--- src/common/divsqrt_consts.svh ---
// ------------------------------------------------
// Build-time constants of the divide / square-root unit
// Include wherever a width or stage count is needed
// The package pulls this in for its type widths
// ------------------------------------------------

`ifndef DIVSQRT_CONSTS_SVH
`define DIVSQRT_CONSTS_SVH

// ------------------------------------------------
// Datapath
// ------------------------------------------------
// Operand and result width, must be even for the root
`define DS_WIDTH 32
// Width of the opaque tag returned with each result
`define DS_TAG_WIDTH 4

// ------------------------------------------------
// Elastic pipelines
// ------------------------------------------------
// Register stages in front of the control FSM
`define DS_IN_REGS 1
// Register stages behind the control FSM
`define DS_OUT_REGS 1

`endif

--- src/common/divsqrt_pkg.sv ---
// ------------------------------------------------
// Shared types of the integer divide / sqrt unit
// Operation code, operand, tag and status types,
// plus the payload structs carried by the pipelines
// Import with a wildcard in the module header
// ------------------------------------------------

`include "divsqrt_consts.svh"

package divsqrt_pkg;

  // Operation select, one bit
  typedef enum logic {
    OP_DIV  = 1'b0,
    OP_SQRT = 1'b1
  } op_e;

  // Operand and result word
  typedef logic [`DS_WIDTH-1:0] operand_t;

  // Opaque request identifier, echoed with the result
  typedef logic [`DS_TAG_WIDTH-1:0] tag_t;

  // Status flags of one operation
  typedef struct packed {
    // Division with a divisor of zero
    logic div_zero;
    // Non-zero remainder left over
    logic inexact;
  } status_t;

  // ------------------------------------------------
  // Pipeline payloads
  // ------------------------------------------------
  // Request into the input pipeline, 69 bits
  typedef struct packed {
    op_e      op;
    operand_t a;
    operand_t b;
    tag_t     tag;
  } in_req_t;

  // Response out of the output pipeline, 38 bits
  typedef struct packed {
    operand_t result;
    status_t  status;
    tag_t     tag;
  } out_rsp_t;

endpackage

--- src/rtl/pipe_stages.sv ---
// ------------------------------------------------
// Elastic valid/ready register chain
// Payload type and stage count set by parameters;
// zero stages gives a plain wire. flush_i drops
// every valid in the chain in the same cycle
// ------------------------------------------------

`timescale 1ns/1ps

module pipe_stages import divsqrt_pkg::*; #(
  parameter type         payload_t = in_req_t,
  parameter int unsigned NumStages = 1
) (
  input  logic     clk_i,
  input  logic     rst_i,
  input  logic     flush_i,
  // Upstream side
  input  logic     in_valid_i,
  input  payload_t in_data_i,
  output logic     in_ready_o,
  // Downstream side
  output logic     out_valid_o,
  output payload_t out_data_o,
  input  logic     out_ready_i,
  // Any stage holding valid data
  output logic     busy_o
);

  // Index i is the value after i register stages
  logic     valid_q [0:NumStages];
  payload_t data_q  [0:NumStages];
  // Ready is combinational through the whole chain
  logic     ready   [0:NumStages];

  // Chain entry comes straight from the ports
  assign valid_q[0] = in_valid_i;
  assign data_q[0]  = in_data_i;
  assign in_ready_o = ready[0];

  for (genvar i = 0; i < NumStages; i++) begin : gen_stage
    logic load;
    // Advance if next stage moves on or only holds a bubble
    assign ready[i] = ready[i+1] | ~valid_q[i+1];
    // Capture data only for a real item
    assign load = ready[i] & valid_q[i];

    always_ff @(posedge clk_i) begin
      if (rst_i || flush_i) begin
        valid_q[i+1] <= 1'b0;
      end else if (ready[i]) begin
        valid_q[i+1] <= valid_q[i];
      end
    end

    // Payload register, enable only
    always_ff @(posedge clk_i) begin
      if (load) begin
        data_q[i+1] <= data_q[i];
      end
    end
  end

  // Chain exit
  assign ready[NumStages] = out_ready_i;
  assign out_valid_o      = valid_q[NumStages];
  assign out_data_o       = data_q[NumStages];

  // OR of the registered valids, zero for a wire
  always_comb begin
    busy_o = 1'b0;
    for (int unsigned i = 1; i <= NumStages; i++) begin
      busy_o = busy_o | valid_q[i];
    end
  end

  // Held output must not change under back-pressure
  a_hold_stable: assert property (@(posedge clk_i) disable iff (rst_i || flush_i)
    out_valid_o && !out_ready_i |=> $stable(out_data_o));

endmodule

--- src/divsqrt/divsqrt_iter.sv ---
// ------------------------------------------------
// Iterative integer divide and square-root core
// Restoring shift-subtract divide, one quotient bit
// per cycle, and digit-by-digit restoring root, one
// root bit per cycle. Operands are sampled on
// start_i, done_o pulses once, and result and flags
// stay stable until the next start
// ------------------------------------------------

`timescale 1ns/1ps

module divsqrt_iter import divsqrt_pkg::*; (
  input  logic     clk_i,
  input  logic     rst_i,
  input  logic     kill_i,
  input  logic     start_i,
  input  op_e      op_i,
  input  operand_t a_i,
  input  operand_t b_i,
  output logic     ready_o,
  output logic     done_o,
  output operand_t result_o,
  output status_t  status_o
);

  localparam int unsigned W    = $bits(operand_t);
  localparam int unsigned CntW = $clog2(W);
  // Iterations left after the one done on the start edge
  localparam logic [CntW-1:0] DivIters  = CntW'(W - 1);
  localparam logic [CntW-1:0] SqrtIters = CntW'(W / 2 - 1);

  // ------------------------------------------------
  // State
  // ------------------------------------------------
  op_e             op_q;
  // Divisor, kept for the zero check
  operand_t        div_q;
  // Dividend or radicand, shifted out at the top
  operand_t        opd_q;
  // Partial remainder
  operand_t        rem_q;
  // Quotient or root, shifted in at the bottom
  operand_t        res_q;
  status_t         status_q;
  logic [CntW-1:0] cnt_q;
  logic            run_q;
  logic            done_q;

  // Step inputs, from the ports on start
  op_e             src_op;
  operand_t        src_div;
  operand_t        src_opd;
  operand_t        src_rem;
  operand_t        src_res;
  // Trial subtraction, two spare bits for the root
  logic [W+1:0]    shifted;
  logic [W+1:0]    trial;
  logic [W+1:0]    diff;
  logic            fits;
  operand_t        opd_nxt;
  operand_t        rem_nxt;
  operand_t        res_nxt;
  logic            last_iter;
  logic            div_zero;

  // ------------------------------------------------
  // One iteration
  // ------------------------------------------------
  always_comb begin
    if (start_i) begin
      // First step runs on the start edge
      src_op  = op_i;
      src_div = b_i;
      src_opd = a_i;
      src_rem = '0;
      src_res = '0;
    end else begin
      src_op  = op_q;
      src_div = div_q;
      src_opd = opd_q;
      src_rem = rem_q;
      src_res = res_q;
    end

    if (src_op == OP_DIV) begin
      // Bring down one dividend bit, try the divisor
      shifted = {1'b0, src_rem, src_opd[W-1]};
      trial   = {2'b00, src_div};
      opd_nxt = src_opd << 1;
    end else begin
      // Bring down two radicand bits, try 4*root+1
      shifted = {src_rem, src_opd[W-1 -: 2]};
      trial   = {src_res, 2'b01};
      opd_nxt = src_opd << 2;
    end

    fits    = (shifted >= trial);
    diff    = shifted - trial;
    // Restore on a failed trial
    rem_nxt = fits ? diff[W-1:0] : shifted[W-1:0];
    res_nxt = {src_res[W-2:0], fits};
  end

  // Zero divisor gives all ones and is still counted out
  assign last_iter = run_q && (cnt_q == CntW'(1));
  assign div_zero  = (op_q == OP_DIV) && (div_q == '0);

  // ------------------------------------------------
  // Control
  // ------------------------------------------------
  always_ff @(posedge clk_i) begin
    if (rst_i || kill_i) begin
      run_q  <= 1'b0;
      done_q <= 1'b0;
      cnt_q  <= '0;
    end else begin
      done_q <= 1'b0;
      if (start_i) begin
        run_q <= 1'b1;
        cnt_q <= (op_i == OP_DIV) ? DivIters : SqrtIters;
      end else if (run_q) begin
        cnt_q <= cnt_q - 1'b1;
        if (last_iter) begin
          run_q  <= 1'b0;
          done_q <= 1'b1;
        end
      end
    end
  end

  // Datapath
  always_ff @(posedge clk_i) begin
    if (start_i) begin
      op_q     <= op_i;
      div_q    <= b_i;
      status_q <= '0;
    end
    if (start_i || run_q) begin
      opd_q <= opd_nxt;
      rem_q <= rem_nxt;
      res_q <= res_nxt;
    end
    // Flags from the final remainder
    if (last_iter) begin
      status_q.div_zero <= div_zero;
      status_q.inexact  <= ~div_zero & (rem_nxt != '0);
    end
  end

  assign ready_o  = ~run_q;
  assign done_o   = done_q;
  assign result_o = res_q;
  assign status_o = status_q;

  // Controller must wait for the core between operations
  a_no_start_busy: assert property (@(posedge clk_i) disable iff (rst_i)
    start_i |-> ready_o);

endmodule

--- src/divsqrt/divsqrt_ctrl.sv ---
// ------------------------------------------------
// Control FSM of the divide / square-root unit
// Starts the iterative core on a valid request,
// keeps the tag of the running operation and
// offers the result downstream, holding it under
// back-pressure. A new operation can start in the
// cycle the previous result is taken
// ------------------------------------------------

`timescale 1ns/1ps

module divsqrt_ctrl import divsqrt_pkg::*; (
  input  logic clk_i,
  input  logic rst_i,
  input  logic flush_i,
  // Request side from the input pipeline
  input  logic in_valid_i,
  input  tag_t in_tag_i,
  output logic in_ready_o,
  // Core handshake
  output logic start_o,
  input  logic unit_ready_i,
  input  logic unit_done_i,
  // Result side to the output pipeline
  output logic out_valid_o,
  output tag_t out_tag_o,
  input  logic out_ready_i,
  // Operation in flight
  output logic busy_o
);

  // ------------------------------------------------
  // FSM
  // ------------------------------------------------
  // IDLE waits, BUSY runs the core, HOLD keeps a result
  typedef enum logic [1:0] {
    IDLE,
    BUSY,
    HOLD
  } state_e;

  state_e state_q;
  state_e state_d;
  // FSM side of the acceptance condition
  logic   fsm_ready;
  // Tag of the operation in the core
  tag_t   tag_q;

  always_comb begin
    state_d     = state_q;
    fsm_ready   = 1'b0;
    out_valid_o = 1'b0;
    busy_o      = 1'b0;

    unique case (state_q)
      IDLE: begin
        fsm_ready = 1'b1;
      end
      BUSY: begin
        busy_o = 1'b1;
        // Result is offered in the cycle the core finishes
        if (unit_done_i) begin
          out_valid_o = 1'b1;
          if (out_ready_i) begin
            fsm_ready = 1'b1;
            state_d   = IDLE;
          end else begin
            state_d = HOLD;
          end
        end
      end
      HOLD: begin
        busy_o      = 1'b1;
        out_valid_o = 1'b1;
        // Core output stays stable until the next start
        if (out_ready_i) begin
          fsm_ready = 1'b1;
          state_d   = IDLE;
        end
      end
      default: begin
        state_d = IDLE;
      end
    endcase

    // Take a request only if the core can start it now
    in_ready_o = fsm_ready & unit_ready_i & ~flush_i;
    start_o    = in_valid_i & in_ready_o;
    // Back-to-back start overrides the return to IDLE
    if (start_o) begin
      state_d = BUSY;
    end

    // Flush drops everything in flight
    if (flush_i) begin
      busy_o      = 1'b0;
      out_valid_o = 1'b0;
      state_d     = IDLE;
    end
  end

  always_ff @(posedge clk_i) begin
    if (rst_i) begin
      state_q <= IDLE;
    end else begin
      state_q <= state_d;
    end
  end

  // Tag follows the operation and is loaded on start
  always_ff @(posedge clk_i) begin
    if (start_o) begin
      tag_q <= in_tag_i;
    end
  end

  assign out_tag_o = tag_q;

  // Core reports done only for an operation this FSM started
  a_done_busy: assert property (@(posedge clk_i) disable iff (rst_i)
    unit_done_i |-> state_q == BUSY);

  // Offered result stays offered until taken or flushed
  a_out_hold: assert property (@(posedge clk_i) disable iff (rst_i)
    out_valid_o && !out_ready_i |=> out_valid_o || flush_i);

endmodule

--- src/rtl/divsqrt_top.sv ---
// ------------------------------------------------
// Top level of the integer divide / sqrt unit
// Input pipeline, control FSM, iterative core and
// output pipeline. Requests and results use a
// valid/ready handshake; flush_i cancels all work
// ------------------------------------------------

`timescale 1ns/1ps
`include "divsqrt_consts.svh"

module divsqrt_top import divsqrt_pkg::*; (
  input  logic     clk_i,
  input  logic     rst_i,
  input  logic     flush_i,
  // Request
  input  logic     in_valid_i,
  input  op_e      op_i,
  input  operand_t a_i,
  input  operand_t b_i,
  input  tag_t     tag_i,
  output logic     in_ready_o,
  // Response
  output logic     out_valid_o,
  output operand_t result_o,
  output status_t  status_o,
  output tag_t     tag_o,
  input  logic     out_ready_i,
  // Anything in flight
  output logic     busy_o
);

  in_req_t  in_req;
  in_req_t  req_q;
  logic     req_valid;
  logic     req_ready;
  out_rsp_t rsp_d;
  out_rsp_t rsp_q;
  logic     rsp_valid;
  logic     rsp_ready;
  logic     start;
  logic     unit_ready;
  logic     unit_done;
  operand_t unit_result;
  status_t  unit_status;
  tag_t     rsp_tag;
  logic     in_busy;
  logic     ctrl_busy;
  logic     out_busy;

  // ------------------------------------------------
  // Input side
  // ------------------------------------------------
  assign in_req = '{op: op_i, a: a_i, b: b_i, tag: tag_i};

  pipe_stages #(
    .payload_t (in_req_t),
    .NumStages (`DS_IN_REGS)
  ) in_pipe (
    .clk_i       (clk_i),
    .rst_i       (rst_i),
    .flush_i     (flush_i),
    .in_valid_i  (in_valid_i),
    .in_data_i   (in_req),
    .in_ready_o  (in_ready_o),
    .out_valid_o (req_valid),
    .out_data_o  (req_q),
    .out_ready_i (req_ready),
    .busy_o      (in_busy)
  );

  divsqrt_ctrl u_ctrl (
    .clk_i        (clk_i),
    .rst_i        (rst_i),
    .flush_i      (flush_i),
    .in_valid_i   (req_valid),
    .in_tag_i     (req_q.tag),
    .in_ready_o   (req_ready),
    .start_o      (start),
    .unit_ready_i (unit_ready),
    .unit_done_i  (unit_done),
    .out_valid_o  (rsp_valid),
    .out_tag_o    (rsp_tag),
    .out_ready_i  (rsp_ready),
    .busy_o       (ctrl_busy)
  );

  // Operands go straight to the core, sampled on start
  divsqrt_iter u_iter (
    .clk_i    (clk_i),
    .rst_i    (rst_i),
    .kill_i   (flush_i),
    .start_i  (start),
    .op_i     (req_q.op),
    .a_i      (req_q.a),
    .b_i      (req_q.b),
    .ready_o  (unit_ready),
    .done_o   (unit_done),
    .result_o (unit_result),
    .status_o (unit_status)
  );

  // ------------------------------------------------
  // Output side
  // ------------------------------------------------
  // Core result with the tag held by the FSM
  assign rsp_d = '{result: unit_result, status: unit_status, tag: rsp_tag};

  pipe_stages #(
    .payload_t (out_rsp_t),
    .NumStages (`DS_OUT_REGS)
  ) out_pipe (
    .clk_i       (clk_i),
    .rst_i       (rst_i),
    .flush_i     (flush_i),
    .in_valid_i  (rsp_valid),
    .in_data_i   (rsp_d),
    .in_ready_o  (rsp_ready),
    .out_valid_o (out_valid_o),
    .out_data_o  (rsp_q),
    .out_ready_i (out_ready_i),
    .busy_o      (out_busy)
  );

  assign result_o = rsp_q.result;
  assign status_o = rsp_q.status;
  assign tag_o    = rsp_q.tag;
  assign busy_o   = in_busy | ctrl_busy | out_busy;

endmodule

--- config.mk ---
export PLATFORM = sky130hd
export DESIGN_NAME = divsqrt_top
export DESIGN_NICKNAME = d
export VERILOG_FILES = /design/src/common/divsqrt_pkg.sv /design/src/rtl/pipe_stages.sv /design/src/divsqrt/divsqrt_iter.sv /design/src/divsqrt/divsqrt_ctrl.sv /design/src/rtl/divsqrt_top.sv
export VERILOG_INCLUDE_DIRS = /design/src /design/src/common
export SDC_FILE = /design/constraint.sdc
export NUM_CORES = 1
export LEC_CHECK = 0
export BUFFER_PORTS_ARGS = -buffer_cell sky130_fd_sc_hd__buf_2
export CORE_UTILIZATION = 48
export CTS_BUF_LIST = sky130_fd_sc_hd__clkbuf_4 sky130_fd_sc_hd__clkbuf_8
export DETAILED_ROUTE_END_ITERATION = 8
export GPL_TIMING_DRIVEN = 1
export PLACE_DENSITY = 0.67
export SLEW_MARGIN = 10
export SYNTH_ARGS = -nofsm -noshare
export SYNTH_HDL_FRONTEND = slang
export SYNTH_SLANG_ARGS = --single-unit
--- constraint.sdc ---
create_clock -name clk_i -period 7.1 [get_ports clk_i]
set_clock_uncertainty 0.1 [all_clocks]
set_input_delay 0.71 -clock clk_i [delete_from_list [all_inputs] [get_ports clk_i]]
set_output_delay 0.71 -clock clk_i [all_outputs]
set_load 0.005 [all_outputs]
==> reports/metrics.cfg <==
[status]
status = finished, final reports clean

[routing]
vias_per_cell = 5.62
post_drt_wl_per_cell_um = 18.6
ant_nets = 0
remaining_drc_errors = 0
wl_um = 30900
vias = 9314
dr.pass1.iters = 5
drt_iter0_drc = 790

[synthesis]
synth_seq_cells = 252
synth_most_common_cell = nand2_1
synth.distinct_cells = 69
synth_nets = 1300
synth_common_cells = 293 x nand2_1, 208 x edfxtp_1, 65 x nor2_1
synth-edff-count = 208
ys_top_cells_by_area = edfxtp_1 50%, nand2_1 8.8%, dfxtp_1 7.1%
synth_top_area_cell = edfxtp_1
syn_inst = 1185
syn_area_um2 = 12500
async_flop_share_pct = 0
yosys_warnings = 0
syn_avg_cell_area_um2 = 10.5
synth_seq_area_share_pct = 57.1
synthFlopType = edfxtp_1
synth_top_area_share_pct = 50.0

[setup_path]
path_class = register to register
cp_cell_sequence = ha_1 > nor4b_1 > nand2b_2 > inv_4 > mux2i_4 > buf_12 > a22oi_1 > ha_1 > a211o_1 > a21oi_2 > a31oi_2 > o311ai_1 > a31oi_1 > nor3b_1 > o21ai_0 > o41a_1 > nor4_1 > a211oi_2
required_ns = 7.30
endpoint_kind = register
start_kind = register
crit_family = compound AO/OA/AOI/OAI gates
path_buf_inv = 2
critPathSlowestCell = o311ai_1
arrival_ns = 6.16
worstPathMaxFanout = 91
cp_slowest_stage_delay_ns = 0.79
cpMostUsedCell = ha_1

[sta]
max_slew_margin_pct = 31.1
fin_crit_ns = 5.96
maxSlewViolCount = 0
hold_viol_final = 0
setup-tns-final_ns = 0
finalSetupViolCount = 0
fin_crit_sh_pct = 84.0
hold-worst-slack_ns = 0.222
worst_pin_slew_ns = 1.02
rsz0062_at_grt = false
fmax_mhz = 168

[floorplan]
num_io_pins = 115
die_h_um = 163
initial_core_util_pct = 49.3
num_rows = 58
die_w_um = 163
dieArea_um2 = 26700
core_um2 = 25300

[placement]
gp_congestion = 0.948
portBuffers = 114
place_hpwl_um = 21100

[power]
leakage_nw = 5.64
ir_worst_vdd_v = 0.000150
powerDensity_nw_per_um2 = 333

[clocking]
clockBufferDepth = 3
cts_sinks = 252
cts_hold_buf = 0
clock-root-buffer = clkbuf_8
htreeDepth = 2
cts_buffers = 43
cts_resized = 0
worst_skew_pair.late_latency_ns = 0.56
cts_setup_buffers = 0
cts_tree = done
clk_pin_slew_worst_paths_ns = 0.06

[final_layout]
area_growth_pct = 13.9
final_layout_size_suffix_gt1_share_pct = 16.7
fin_nets = 1409
nFillCells = 2223
multi_input_area_um2 = 5050
regArea_um2 = 7130

[global_routing]
grt_max_degree = 92
grt_pass1_vias = 8952
grt_first_pass_wirelength_um = 48200
grt_usage_pct = 23.5
antenna_found_initial = 0
grt_overflow_total = 0

[flow_run]
max-cap-violations = 0

[min_path]
hp-class = input port to register

path summary, 6_finish.rpt:
check / cells after the start / to / slack (ns) / start
max reg2reg: 18 / u_iter.status_o[0] / 1.14 / u_ctrl.state_q[0]
min: 1 / in_pipe.out_data_o[41] / 0.22 / a_i[5]
min reg2reg: 0 / u_ctrl.out_tag_o[1] / 0.32 / in_pipe.out_data_o[1]
max: 18 / u_iter.status_o[0] / 1.14 / u_ctrl.state_q[0]
sequential cells by signal, indices dropped and copies added (netlist names):
| signal | cells |
|---|---|
| in_pipe.out_data_o | 69 |
| out_pipe.out_data_o | 38 |
| u_iter.div_q | 32 |
| u_iter.rem_q | 32 |
| u_iter.result_o | 32 |
| u_iter.opd_q | 31 |
| u_iter.cnt_q | 5 |
| u_ctrl.out_tag_o | 4 |
| u_ctrl.state_q | 2 |
| u_iter.status_o | 2 |
| in_pipe.busy_o | 1 |
| out_pipe.busy_o | 1 |
| u_iter.done_o | 1 |
| u_iter.op_q | 1 |
| u_iter.run_q | 1 |
layer usage:
metal  GRT usage [%]  routed length [um]
met1            31.7               14000
met2            38.2               14500
met3            3.61                1560
met4            8.84                 887
met5               0                   0
power by group:
part	switching (mW)	internal (mW)	total (mW)
Sequential	0.0863	1.76	1.85
Combinational	1.02	0.601	1.62
Clock	0.583	0.691	1.27
Total	1.69	3.05	4.74
layout make-up:
type,count,share of cell area (%)
inverters,25,0.678
flip-flops and latches,252,50.2
well taps,330,2.90
diodes,1,0.0176
repair buffers,125,4.77
clock inverters,16,0.607
clock buffers,62,5.34
multi-input cells,847,35.5
stage by stage:
stage / area (um2) / util (%) / power (mW) / worst slack, ns / cells
floorplan: 12500 / - / 3.05 / 1.58 / 1185
global placement: 13400 / 52.8 / 3.46 / 0.867 / 1579
detailed placement: 13400 / 52.8 / 3.47 / 0.857 / 1579
CTS: 14200 / 56.1 / 4.75 / 1.13 / 1657
global route: 14200 / 56.1 / 5.01 / 0.642 / 1657
finish: 14200 / 56.1 / 4.74 / 1.14 / 1658
placed cells by master (no fill, tap or decap), types with 4 or more instances in the layout:
cell      netlist  routed
buf_2           3     114
o21ai_0        23      23
xor2_1         19      19
nor3_1         14      13
nor2b_1        35      35
edfxtp_1      208     208
nor2_1         65      65
mux2_2          6       6
clkinv_1        0      11
xnor2_1        12      12
clkbuf_8        0      47
a21o_1         19      19
a22oi_1        31      31
ha_1           40      40
a31oi_1        39      39
clkbuf_4        0      15
nand3b_1        4       4
nand2_1       293     293
nor4_1         16      16
dfxtp_1        44      43
buf_4           2       9
mux2i_1        36      35
and3_1         31      31
a21oi_1        49      49
o21bai_1        5       5
or3_1           4       4
inv_1          22      22
and2_1          9       8
nand4_1         9       9
nand3_1        19      19
cell families (layout without fill, tap and decap cells):
kind of cell / after synthesis / after routing / share of synthesized area (%)
AND/OR/NAND/NOR: 520 / 520 / 18.9
adder cells (fa/ha/maj): 41 / 41 / 4.17
buffers and inverters: 86 / 228 / 2.68
multiplexers: 42 / 42 / 3.43
AO/OA/AOI/OAI: 213 / 213 / 11.6
flip-flops: 252 / 252 / 57.1
XOR/XNOR: 31 / 31 / 2.17
other: 0 / 1 / 0
Note: power is estimated with default switching activity, not from simulation.
